File: config.mk
export PLATFORM = sky130hd
export DESIGN_NAME = axi_wr_xbar_top
export DESIGN_NICKNAME = d
export VERILOG_FILES = /design/src/common/axi_wr_pkg.sv /design/src/common/axi_wr_if.sv /design/src/axi_wr_mux/axi_wr_arbiter.sv /design/src/axi_wr_mux/axi_wr_mux.sv /design/src/logic/axi_wr_xbar_top.sv
export SDC_FILE = /design/constraint.sdc
export NUM_CORES = 1
export LEC_CHECK = 0
export BUFFER_PORTS_ARGS = -buffer_cell sky130_fd_sc_hd__clkbuf_2
export CAP_MARGIN = 0
export CELL_PAD_IN_SITES_DETAIL_PLACEMENT = 1
export CELL_PAD_IN_SITES_GLOBAL_PLACEMENT = 1
export CORE_MARGIN = 2
export CORE_UTILIZATION = 13
export CTS_BUF_LIST = sky130_fd_sc_hd__clkbuf_16
export DETAILED_ROUTE_END_ITERATION = 10
export PLACE_DENSITY_LB_ADDON = 0.1
export SLEW_MARGIN = 5
export SYNTH_ARGS = -nofsm -noshare
export SYNTH_HDL_FRONTEND = slang
export SYNTH_SLANG_ARGS = --single-unit
File: constraint.sdc
create_clock -name clk -period 1.85 [get_ports clk]
set_clock_uncertainty 0.05 [all_clocks]
set_input_delay 0.37 -clock clk [delete_from_list [all_inputs] [get_ports clk]]
set_output_delay 0.37 -clock clk [all_outputs]
set_load 0.05 [all_outputs]
File: src/common/axi_wr_pkg.sv
/*
 * Shared definitions for the two-port AXI4 write arbiter and multiplexer.
 * Holds the bus widths, the payload types, the response codes and the
 * one-hot grant encoding used by the arbiter and the mux.
 */

`default_nettype none

package axi_wr_pkg;

   // Bus widths for the single-beat write path.
   localparam int addr_width = 32;
   localparam int data_width = 32;
   localparam int id_width   = 4;

   // Byte address of one write transaction.
   typedef logic [addr_width-1:0] axi_addr_t;

   // One write data beat.
   typedef logic [data_width-1:0] axi_data_t;

   // One byte enable per data byte.
   typedef logic [data_width/8-1:0] axi_strb_t;

   // Transaction ID, carried through unchanged from AW to B.
   typedef logic [id_width-1:0] axi_id_t;

   // Two-bit AXI write response.
   typedef logic [1:0] axi_resp_t;

   // Only the two response codes that the write path produces are named.
   localparam axi_resp_t resp_okay   = 2'b00;
   localparam axi_resp_t resp_slverr = 2'b10;

   // The grant is one-hot, bit 0 for port s0 and bit 1 for port s1.
   // A decoded grant vector can therefore be read straight off the state.
   typedef enum logic [1:0]
   {
      grant_s0 = 2'b01,
      grant_s1 = 2'b10
   } wr_grant_t;

endpackage

`default_nettype wire

File: src/common/axi_wr_if.sv
/*
 * One AXI4 write bundle with the AW, W and B channels.
 * The master side drives valids, request payloads and bready; the slave
 * side drives the readies and the B payload.
 */

`timescale 1ns/100ps
`default_nettype none

interface axi_wr_if;

   // Write address channel.
   logic                  awvalid;
   logic                  awready;
   axi_wr_pkg::axi_addr_t awaddr;
   axi_wr_pkg::axi_id_t   awid;

   // Write data channel, always a single beat with wlast high.
   logic                  wvalid;
   logic                  wready;
   axi_wr_pkg::axi_data_t wdata;
   axi_wr_pkg::axi_strb_t wstrb;
   logic                  wlast;

   // Write response channel.
   logic                  bvalid;
   logic                  bready;
   axi_wr_pkg::axi_resp_t bresp;
   axi_wr_pkg::axi_id_t   bid;

   // The requesting side of the bundle.
   modport master
   (
      output awvalid, awaddr, awid,
      output wvalid, wdata, wstrb, wlast,
      output bready,
      input  awready, wready,
      input  bvalid, bresp, bid
   );

   // The responding side of the bundle.
   modport slave
   (
      input  awvalid, awaddr, awid,
      input  wvalid, wdata, wstrb, wlast,
      input  bready,
      output awready, wready,
      output bvalid, bresp, bid
   );

endinterface

`default_nettype wire

File: src/axi_wr_mux/axi_wr_arbiter.sv
/*
 * Write arbiter for two upstream AXI4 ports.
 * The owner keeps the bus from its AW until its B handshake, then the
 * grant hands over round-robin to the other port.
 */

`timescale 1ns/100ps
`default_nettype none

module axi_wr_arbiter
(
   input  logic                  clk,
   input  logic                  rst_n,
   input  logic                  s0_awvalid,
   input  logic                  s0_bready,
   input  logic                  s1_awvalid,
   input  logic                  s1_bready,
   input  logic                  m_bvalid,
   output axi_wr_pkg::wr_grant_t grant
);

   axi_wr_pkg::wr_grant_t grant_nxt;

   logic s0_sel;
   logic s1_sel;
   logic s0_pending;
   logic s1_pending;
   logic s0_pending_set;
   logic s1_pending_set;
   logic s0_pending_clr;
   logic s1_pending_clr;

   // Decode the one-hot grant into per-port selects.
   assign s0_sel = (grant == axi_wr_pkg::grant_s0);
   assign s1_sel = (grant == axi_wr_pkg::grant_s1);

   // A port starts a write when it owns the bus and raises AWVALID.
   assign s0_pending_set = s0_sel & s0_awvalid;
   assign s1_pending_set = s1_sel & s1_awvalid;

   // The write finishes on the B handshake seen while the port is granted.
   // The downstream bvalid only reaches the granted port, so the select
   // qualifies which flag is cleared.
   assign s0_pending_clr = s0_sel & m_bvalid & s0_bready;
   assign s1_pending_clr = s1_sel & m_bvalid & s1_bready;

   // Next grant.
   // The owner's AWVALID comes first, then its pending write.
   // A completed write passes the bus on, and an idle owner yields to a
   // request from the other port.
   always_comb
   begin
      grant_nxt = grant;
      case (grant)
         axi_wr_pkg::grant_s0:
         begin
            if (s0_awvalid)
               grant_nxt = axi_wr_pkg::grant_s0;
            else if (s0_pending && !s0_pending_clr)
               grant_nxt = axi_wr_pkg::grant_s0;
            else if (s0_pending && s0_pending_clr)
               grant_nxt = axi_wr_pkg::grant_s1;
            else if (s1_awvalid)
               grant_nxt = axi_wr_pkg::grant_s1;
         end
         axi_wr_pkg::grant_s1:
         begin
            if (s1_awvalid)
               grant_nxt = axi_wr_pkg::grant_s1;
            else if (s1_pending && !s1_pending_clr)
               grant_nxt = axi_wr_pkg::grant_s1;
            else if (s1_pending && s1_pending_clr)
               grant_nxt = axi_wr_pkg::grant_s0;
            else if (s0_awvalid)
               grant_nxt = axi_wr_pkg::grant_s0;
         end
         // An illegal encoding falls back to port s0.
         default:
            grant_nxt = axi_wr_pkg::grant_s0;
      endcase
   end

   // Grant state and pending flags.
   // A set in the same cycle as a clear wins, so a new write from the owner
   // keeps the bus locked.
   always_ff @(posedge clk or negedge rst_n)
   begin
      if (!rst_n)
      begin
         grant      <= axi_wr_pkg::grant_s0;
         s0_pending <= 1'b0;
         s1_pending <= 1'b0;
      end
      else
      begin
         grant      <= grant_nxt;
         s0_pending <= s0_pending_set | (s0_pending & ~s0_pending_clr);
         s1_pending <= s1_pending_set | (s1_pending & ~s1_pending_clr);
      end
   end

endmodule

`default_nettype wire

File: src/axi_wr_mux/axi_wr_mux.sv
/*
 * Write-path multiplexer for two upstream AXI4 bundles.
 * Steers the granted port's AW and W onto the downstream bundle and
 * returns readies and the B channel to that port only.
 */

`timescale 1ns/100ps
`default_nettype none

module axi_wr_mux
(
   input  axi_wr_pkg::wr_grant_t grant,
   axi_wr_if.slave               up0,
   axi_wr_if.slave               up1,
   axi_wr_if.master              down
);

   logic sel0;
   logic sel1;

   // The grant is one-hot, so each bit selects one port.
   assign sel0 = grant[0];
   assign sel1 = grant[1];

   // Request side.
   // Only the granted port's AW and W reach downstream; with neither bit
   // set the valids stay low.
   assign down.awvalid = (sel0 & up0.awvalid) | (sel1 & up1.awvalid);
   assign down.awaddr  = sel1 ? up1.awaddr : up0.awaddr;
   assign down.awid    = sel1 ? up1.awid : up0.awid;

   assign down.wvalid  = (sel0 & up0.wvalid) | (sel1 & up1.wvalid);
   assign down.wdata   = sel1 ? up1.wdata : up0.wdata;
   assign down.wstrb   = sel1 ? up1.wstrb : up0.wstrb;
   assign down.wlast   = sel1 ? up1.wlast : up0.wlast;

   // The granted port decides when the response is taken.
   assign down.bready  = (sel0 & up0.bready) | (sel1 & up1.bready);

   // Ready signals go back to the owner only.
   // The waiting port sees them low and holds its request.
   assign up0.awready  = sel0 & down.awready;
   assign up0.wready   = sel0 & down.wready;
   assign up1.awready  = sel1 & down.awready;
   assign up1.wready   = sel1 & down.wready;

   // Response side.
   // The other port sees bvalid low and a zero payload.
   assign up0.bvalid   = sel0 & down.bvalid;
   assign up0.bresp    = sel0 ? down.bresp : axi_wr_pkg::resp_okay;
   assign up0.bid      = sel0 ? down.bid : '0;

   assign up1.bvalid   = sel1 & down.bvalid;
   assign up1.bresp    = sel1 ? down.bresp : axi_wr_pkg::resp_okay;
   assign up1.bid      = sel1 ? down.bid : '0;

endmodule

`default_nettype wire

File: src/logic/axi_wr_xbar_top.sv
/*
 * Top level of the two-port AXI4 write arbiter and multiplexer.
 * Maps the plain s0, s1 and m ports onto write bundles and connects the
 * arbiter and the mux.
 */

`timescale 1ns/100ps
`default_nettype none

module axi_wr_xbar_top
(
   input  logic                  clk,
   input  logic                  rst_n,

   // Upstream port s0.
   input  logic                  s0_awvalid,
   output logic                  s0_awready,
   input  axi_wr_pkg::axi_addr_t s0_awaddr,
   input  axi_wr_pkg::axi_id_t   s0_awid,
   input  logic                  s0_wvalid,
   output logic                  s0_wready,
   input  axi_wr_pkg::axi_data_t s0_wdata,
   input  axi_wr_pkg::axi_strb_t s0_wstrb,
   input  logic                  s0_wlast,
   output logic                  s0_bvalid,
   input  logic                  s0_bready,
   output axi_wr_pkg::axi_resp_t s0_bresp,
   output axi_wr_pkg::axi_id_t   s0_bid,

   // Upstream port s1.
   input  logic                  s1_awvalid,
   output logic                  s1_awready,
   input  axi_wr_pkg::axi_addr_t s1_awaddr,
   input  axi_wr_pkg::axi_id_t   s1_awid,
   input  logic                  s1_wvalid,
   output logic                  s1_wready,
   input  axi_wr_pkg::axi_data_t s1_wdata,
   input  axi_wr_pkg::axi_strb_t s1_wstrb,
   input  logic                  s1_wlast,
   output logic                  s1_bvalid,
   input  logic                  s1_bready,
   output axi_wr_pkg::axi_resp_t s1_bresp,
   output axi_wr_pkg::axi_id_t   s1_bid,

   // Downstream port toward the shared slave.
   output logic                  m_awvalid,
   input  logic                  m_awready,
   output axi_wr_pkg::axi_addr_t m_awaddr,
   output axi_wr_pkg::axi_id_t   m_awid,
   output logic                  m_wvalid,
   input  logic                  m_wready,
   output axi_wr_pkg::axi_data_t m_wdata,
   output axi_wr_pkg::axi_strb_t m_wstrb,
   output logic                  m_wlast,
   input  logic                  m_bvalid,
   output logic                  m_bready,
   input  axi_wr_pkg::axi_resp_t m_bresp,
   input  axi_wr_pkg::axi_id_t   m_bid
);

   axi_wr_pkg::wr_grant_t grant;

   axi_wr_if up0 ();
   axi_wr_if up1 ();
   axi_wr_if down ();

   // Port s0 into its bundle.
   assign up0.awvalid = s0_awvalid;
   assign up0.awaddr  = s0_awaddr;
   assign up0.awid    = s0_awid;
   assign up0.wvalid  = s0_wvalid;
   assign up0.wdata   = s0_wdata;
   assign up0.wstrb   = s0_wstrb;
   assign up0.wlast   = s0_wlast;
   assign up0.bready  = s0_bready;
   assign s0_awready  = up0.awready;
   assign s0_wready   = up0.wready;
   assign s0_bvalid   = up0.bvalid;
   assign s0_bresp    = up0.bresp;
   assign s0_bid      = up0.bid;

   // Port s1 into its bundle.
   assign up1.awvalid = s1_awvalid;
   assign up1.awaddr  = s1_awaddr;
   assign up1.awid    = s1_awid;
   assign up1.wvalid  = s1_wvalid;
   assign up1.wdata   = s1_wdata;
   assign up1.wstrb   = s1_wstrb;
   assign up1.wlast   = s1_wlast;
   assign up1.bready  = s1_bready;
   assign s1_awready  = up1.awready;
   assign s1_wready   = up1.wready;
   assign s1_bvalid   = up1.bvalid;
   assign s1_bresp    = up1.bresp;
   assign s1_bid      = up1.bid;

   // Downstream bundle out to the m ports.
   assign m_awvalid      = down.awvalid;
   assign m_awaddr       = down.awaddr;
   assign m_awid         = down.awid;
   assign m_wvalid       = down.wvalid;
   assign m_wdata        = down.wdata;
   assign m_wstrb        = down.wstrb;
   assign m_wlast        = down.wlast;
   assign m_bready       = down.bready;
   assign down.awready   = m_awready;
   assign down.wready    = m_wready;
   assign down.bvalid    = m_bvalid;
   assign down.bresp     = m_bresp;
   assign down.bid       = m_bid;

   // The arbiter watches the raw requests and the downstream response.
   axi_wr_arbiter axi_wr_arbiter_inst
   (
      .clk        (clk),
      .rst_n      (rst_n),
      .s0_awvalid (s0_awvalid),
      .s0_bready  (s0_bready),
      .s1_awvalid (s1_awvalid),
      .s1_bready  (s1_bready),
      .m_bvalid   (m_bvalid),
      .grant      (grant)
   );

   // The mux routes all three channels from the current grant.
   axi_wr_mux axi_wr_mux_inst
   (
      .grant (grant),
      .up0   (up0.slave),
      .up1   (up1.slave),
      .down  (down.master)
   );

endmodule

`default_nettype wire

# Yosys cells after proc, flatten, opt, wreduce, memory -nomap -nowiden
# Cells that the tools add are included.
# totals
word_cells,59
ff_bits,4
in_bits,163
out_inout_bits,94
# classes
n_eq_ne,4
n_bitwise,27
n_reduce_logical,7
muxes,18
# op_table
cell,n
$mux W32,2
$and A1 B1 Y1,20
$mux W2,10
$mux W4,4
$ne A5 B5 Y1 const B,2
$or A1 B1 Y1,5
$logic_and A1 B1 Y1,4
$pmux W2 S2,1
$eq A2 B1 Y1 const B,1
$eq A2 B2 Y1 const B,1
$logic_not A1 Y1,2
$not A1 Y1,2
$reduce_and A2 Y1,1
$mux W1,1

# Longest topological paths before layout
# depth
ltp_word,8
mapped_depth,9
depth_no_buf,6

# Cells and area by module
# Synthesis repeated with hierarchy kept, for this count alone.
# unflattened
cells_unflattened,131
area_unflattened_um2,1415.1
# modules_own_cells
module,cells_each,seq_area_each_um2,area_each_um2,n_inst
axi_wr_mux,104,0.0,1149.9,1
axi_wr_arbiter,27,101.3,265.3,1

# Least setup slack after synthesis
# No wires, ideal clock.
# synth_path
kind,reg-to-reg
startpoint,register axi_wr_arbiter_inst.grant[1]
endpoint,register axi_wr_arbiter_inst.grant[1]
path_buffers,3
stages_incl_launch_ff,10
required_time_ns,1.675
setup_ns,0.125
arrival_ns,1.738
period_less_slack_ns,1.912
slack_ns,-0.062
path_cell_list,dfrtp_1 buf_2 buf_6 clkbuf_1 inv_1 ha_1 inv_1 o22ai_1 nor3b_2 mux2_2
# synth_between
elab_chain_cells,8
word_cells_on_any_way,22
cone_classes,eq/ne (4); mux (7); bitwise (4); reduce/logical (7)
# synth_rtl
element,line_no,text
from (decl),axi_wr_arbiter.sv:19,output axi_wr_pkg::wr_grant_t grant
from (signal assigned),axi_wr_arbiter.sv:90,grant <= axi_wr_pkg::grant_s0;
from (signal assigned),axi_wr_arbiter.sv:96,grant <= grant_nxt;
$eq A2 B2 Y1 / $eq A2 B1 Y1 (equally long branches),"axi_wr_arbiter.sv:35, axi_wr_arbiter.sv:54, axi_wr_arbiter.sv:34",
"$and A1 B1 Y1, on equally long branches (2 in series)","axi_wr_arbiter.sv:45, axi_wr_arbiter.sv:44",
$logic_and A1 B1 Y1 (tied with other cells),axi_wr_arbiter.sv:72,else if (s1_pending && s1_pending_clr)
$mux W2 (tied with other cells),axi_wr_arbiter.sv:72,
"$mux W2, on equally long branches","axi_wr_arbiter.sv:70, axi_wr_arbiter.sv:59",
"$mux W2, on equally long branches","axi_wr_arbiter.sv:68, axi_wr_arbiter.sv:57",
$pmux W2 S2,axi_wr_arbiter.sv:54,case (grant)
# Parallel ways exist; a longest one is shown, timed or not.
# A chain may end at the register's enable or synchronous reset.

# Final worst setup path
# layout_path
startpoint,register axi_wr_arbiter_inst.grant[1]
endpoint,output port m_wdata[14]
# layout_between
elab_chain_cells,1
# layout_rtl
element,line_no,text
$mux W32,axi_wr_mux.sv:33,assign down.wdata = sel1 ? up1.wdata : up0.wdata;
to (decl),axi_wr_xbar_top.sv:52,"output axi_wr_pkg::axi_data_t m_wdata,"
# No other way between the ends.

==> reports/qor.csv <==
metric,value,unit
status,"finished, violations left",
failing checks,setup timing,
RSZ-0062 raised after global routing,true,
share of cells above drive strength 1,89.4,%
"Hold Vio Cnt, Final",0,
Worst-path clk slew,0.03,ns
total clock buffers created by CTS,3,
Tmin final,1.90,ns
drt wl/cell,17.0,microns
"Distinct cells, synth",22,
CTS tree,done,
CP Data Required Time,1.43,ns
Initial Utilization,13.3,%
cell count after synthesis,132,
initial antenna violation count,1,
synthesis-stage register bit count,4,
most frequent cells in the layout,"clkbuf_2 (172), mux2_2 (74), buf_8 (58), and2_1 (18), buf_4 (10)",
register area share after synthesis,7.80,%
core area,0.00973,sq mm
maxcap violations,0,
Final WS setup,-0.0533,ns
Filler cells,1174,
first-pass GRT wire length,12400,microns
Critical Path End Type,output pin,
type of the worst setup path,reg -> out,
"commonest non-fill, non-tap cell in the layout",clkbuf_2,
post-synth design cell area,0.00130,sq mm
VDD IR max,0.618,mV
# H-tree levels,1,
# nets final,563,
"worst slack, placed",0.133,ns
post-synth net total,297,
placed wire-length estimate,7000,microns
Leak,0.00190,uW
WP data arrival,1.48,ns
final worst path period share,103,%
CP Launch Type,register,
area delta synth->final,187,%
crit-path max FO,9,
Die W,104,microns
GRT overflow,0,
Max Clock Freq,0.525,GHz
count of input and output buffers,256,
Ys Warns,0,
row count,36,
largest net degree at the start of global routing,35,
Clock Sinks,4,
final setup vio count,73,
Worst-Skew Late Latency,0.22,ns
relative max-transition margin,81.0,%
vias,2161,
clk buf depth,2,
Final Max Tran Viols,0,
die area,0.0108,sq mm
DR DRC count,0,
Root Buffer,clkbuf_16,
Pre-antenna DRT Iters,4,
Routed Wire Length,9050,microns
Power per Cell Area,1540,mW/mm^2
Worst-Margin Slew,0.286,ns
die extent in y,104,microns
vias in the first global route,2212,
Via density,4.07,
initial drt markers,35,
GP Congestion,0.761,
type of the tightest min-delay check,in -> reg,
IO Pins,257,
WHS,0.419,ns
gr usage total,14.2,%
Post-DRT Antenna Nets,0,
syn_area_per_cell,9.84,sq um
metrics by stage:
step | cells | setup TNS (ns) | utilization [%] | instance area [sq um] | power [uW]
3_3_place_gp | 516 | 0 | 28.4 | 2760 | 4110
5_1_grt | 531 | -4.86 | 38.3 | 3730 | 5980
3_5_place_dp | 516 | 0 | 28.4 | 2760 | 4120
6_report | 531 | -2.29 | 38.3 | 3730 | 5750
2_1_floorplan | 132 | 0 | - | 1310 | 3240
4_1_cts | 521 | -2.37 | 35.4 | 3440 | 5120
timing repair:
item / 4_1_cts / 5_1_grt
gates resized for setup: 139 / 98
endpoints found under the setup margin: 73 / 84
hold buffers: 1 / 0
endpoints found under the hold margin: 3 / 0
gates cloned: 0 / 7
buffers inserted: 0 / 2
Yosys cell counts:
cell type | count | area [sq um]
or2b_1 | 1 | 7.51
ha_1 | 2 | 25.0
clkbuf_1 | 2 | 7.51
and2_1 | 18 | 113
a22o_2 | 1 | 10.0
a22o_1 | 4 | 35.0
o22ai_1 | 1 | 6.26
mux2_2 | 74 | 833
nand2_1 | 1 | 3.75
inv_1 | 4 | 15.0
buf_6 | 3 | 33.8
o21ai_0 | 1 | 5.00
nor3b_2 | 1 | 12.5
dfrtp_1 | 3 | 75.1
mux2_1 | 1 | 11.3
a21oi_1 | 2 | 10.0
a211o_1 | 1 | 8.76
dfstp_2 | 1 | 26.3
o211ai_1 | 1 | 7.51
nand3_1 | 3 | 15.0
buf_2 | 6 | 30.0
a21boi_0 | 1 | 7.51
metal layers:
metal / GRT usage (%) / wire, microns / vias to the layer above
li1: - / - / 1016
met1: 14.6 / 3310 / 1022
met2: 29.6 / 5080 / 117
met3: 2.88 / 573 / 6
met4: 2.03 / 85 / 0
met5: 0 / 0 / -
final timing paths:
kind,start,endpoint,slack (ns),cells past startpoint
setup / recovery,axi_wr_arbiter_inst.grant[1]$_DFFE_PN0P_,m_wdata[14],-0.05,4
hold / removal,s1_awvalid,axi_wr_arbiter_inst.s1_pending$_DFF_PN0_,0.42,2
setup reg to reg,axi_wr_arbiter_inst.grant[1]$_DFFE_PN0P_,axi_wr_arbiter_inst.grant[1]$_DFFE_PN0P_,0.06,7
hold reg to reg,axi_wr_arbiter_inst.s1_pending$_DFF_PN0_,axi_wr_arbiter_inst.s1_pending$_DFF_PN0_,0.49,1
max in group asynchronous,rst_n,axi_wr_arbiter_inst.grant[0]$_DFFE_PN1P_,1.10,2
min in group asynchronous,rst_n,axi_wr_arbiter_inst.s1_pending$_DFF_PN0_,0.44,2
cell type report:
type                            instances  area, sq um  share of cell area [%]
Tap cell                              133          166                    4.46
Clock inverter                          1         3.75                   0.101
Clock buffer                            3         75.1                    2.01
Inverter                                4         15.0                   0.403
Antenna cell                            1         2.50                  0.0671
Sequential cell                         4          105                    2.82
Multi-Input combinational cell        113         1130                    30.3
Timing Repair Buffer                  272         2230                    59.8
sequential cells by signal, indices dropped and copies added, names as in the netlist:
| signal | cells |
|---|---|
| axi_wr_arbiter_inst.grant | 2 |
| axi_wr_arbiter_inst.s0_pending | 1 |
| axi_wr_arbiter_inst.s1_pending | 1 |
logic make-up (layout without fill, tap and decap cells):
logic type / after synthesis / after routing / synth area share [%]
flip-flops: 4 / 4 / 7.80
multiplexers: 75 / 75 / 65.0
other: 0 / 1 / 0
adder cells (fa/ha/maj): 2 / 2 / 1.93
AND/OR/NAND/NOR: 24 / 24 / 11.7
AO/OA/AOI/OAI: 12 / 12 / 6.94
buffers and inverters: 15 / 280 / 6.65
report_power, final:
| group | total [uW] | switching [uW] | internal (uW) |
|---|---|---|---|
| Clock | 340 | 60.7 | 279 |
| Sequential | 186 | 43.5 | 142 |
| Combinational | 5230 | 2950 | 2270 |
| Total | 5750 | 3060 | 2690 |
critical path, cell delays in order (launching register included):
cell	delay, ns
dfrtp_4	0.47
buf_12	0.16
clkbuf_16	0.17
mux2_4	0.30
buf_8	0.15
Power figures use the tool's default switching activity.
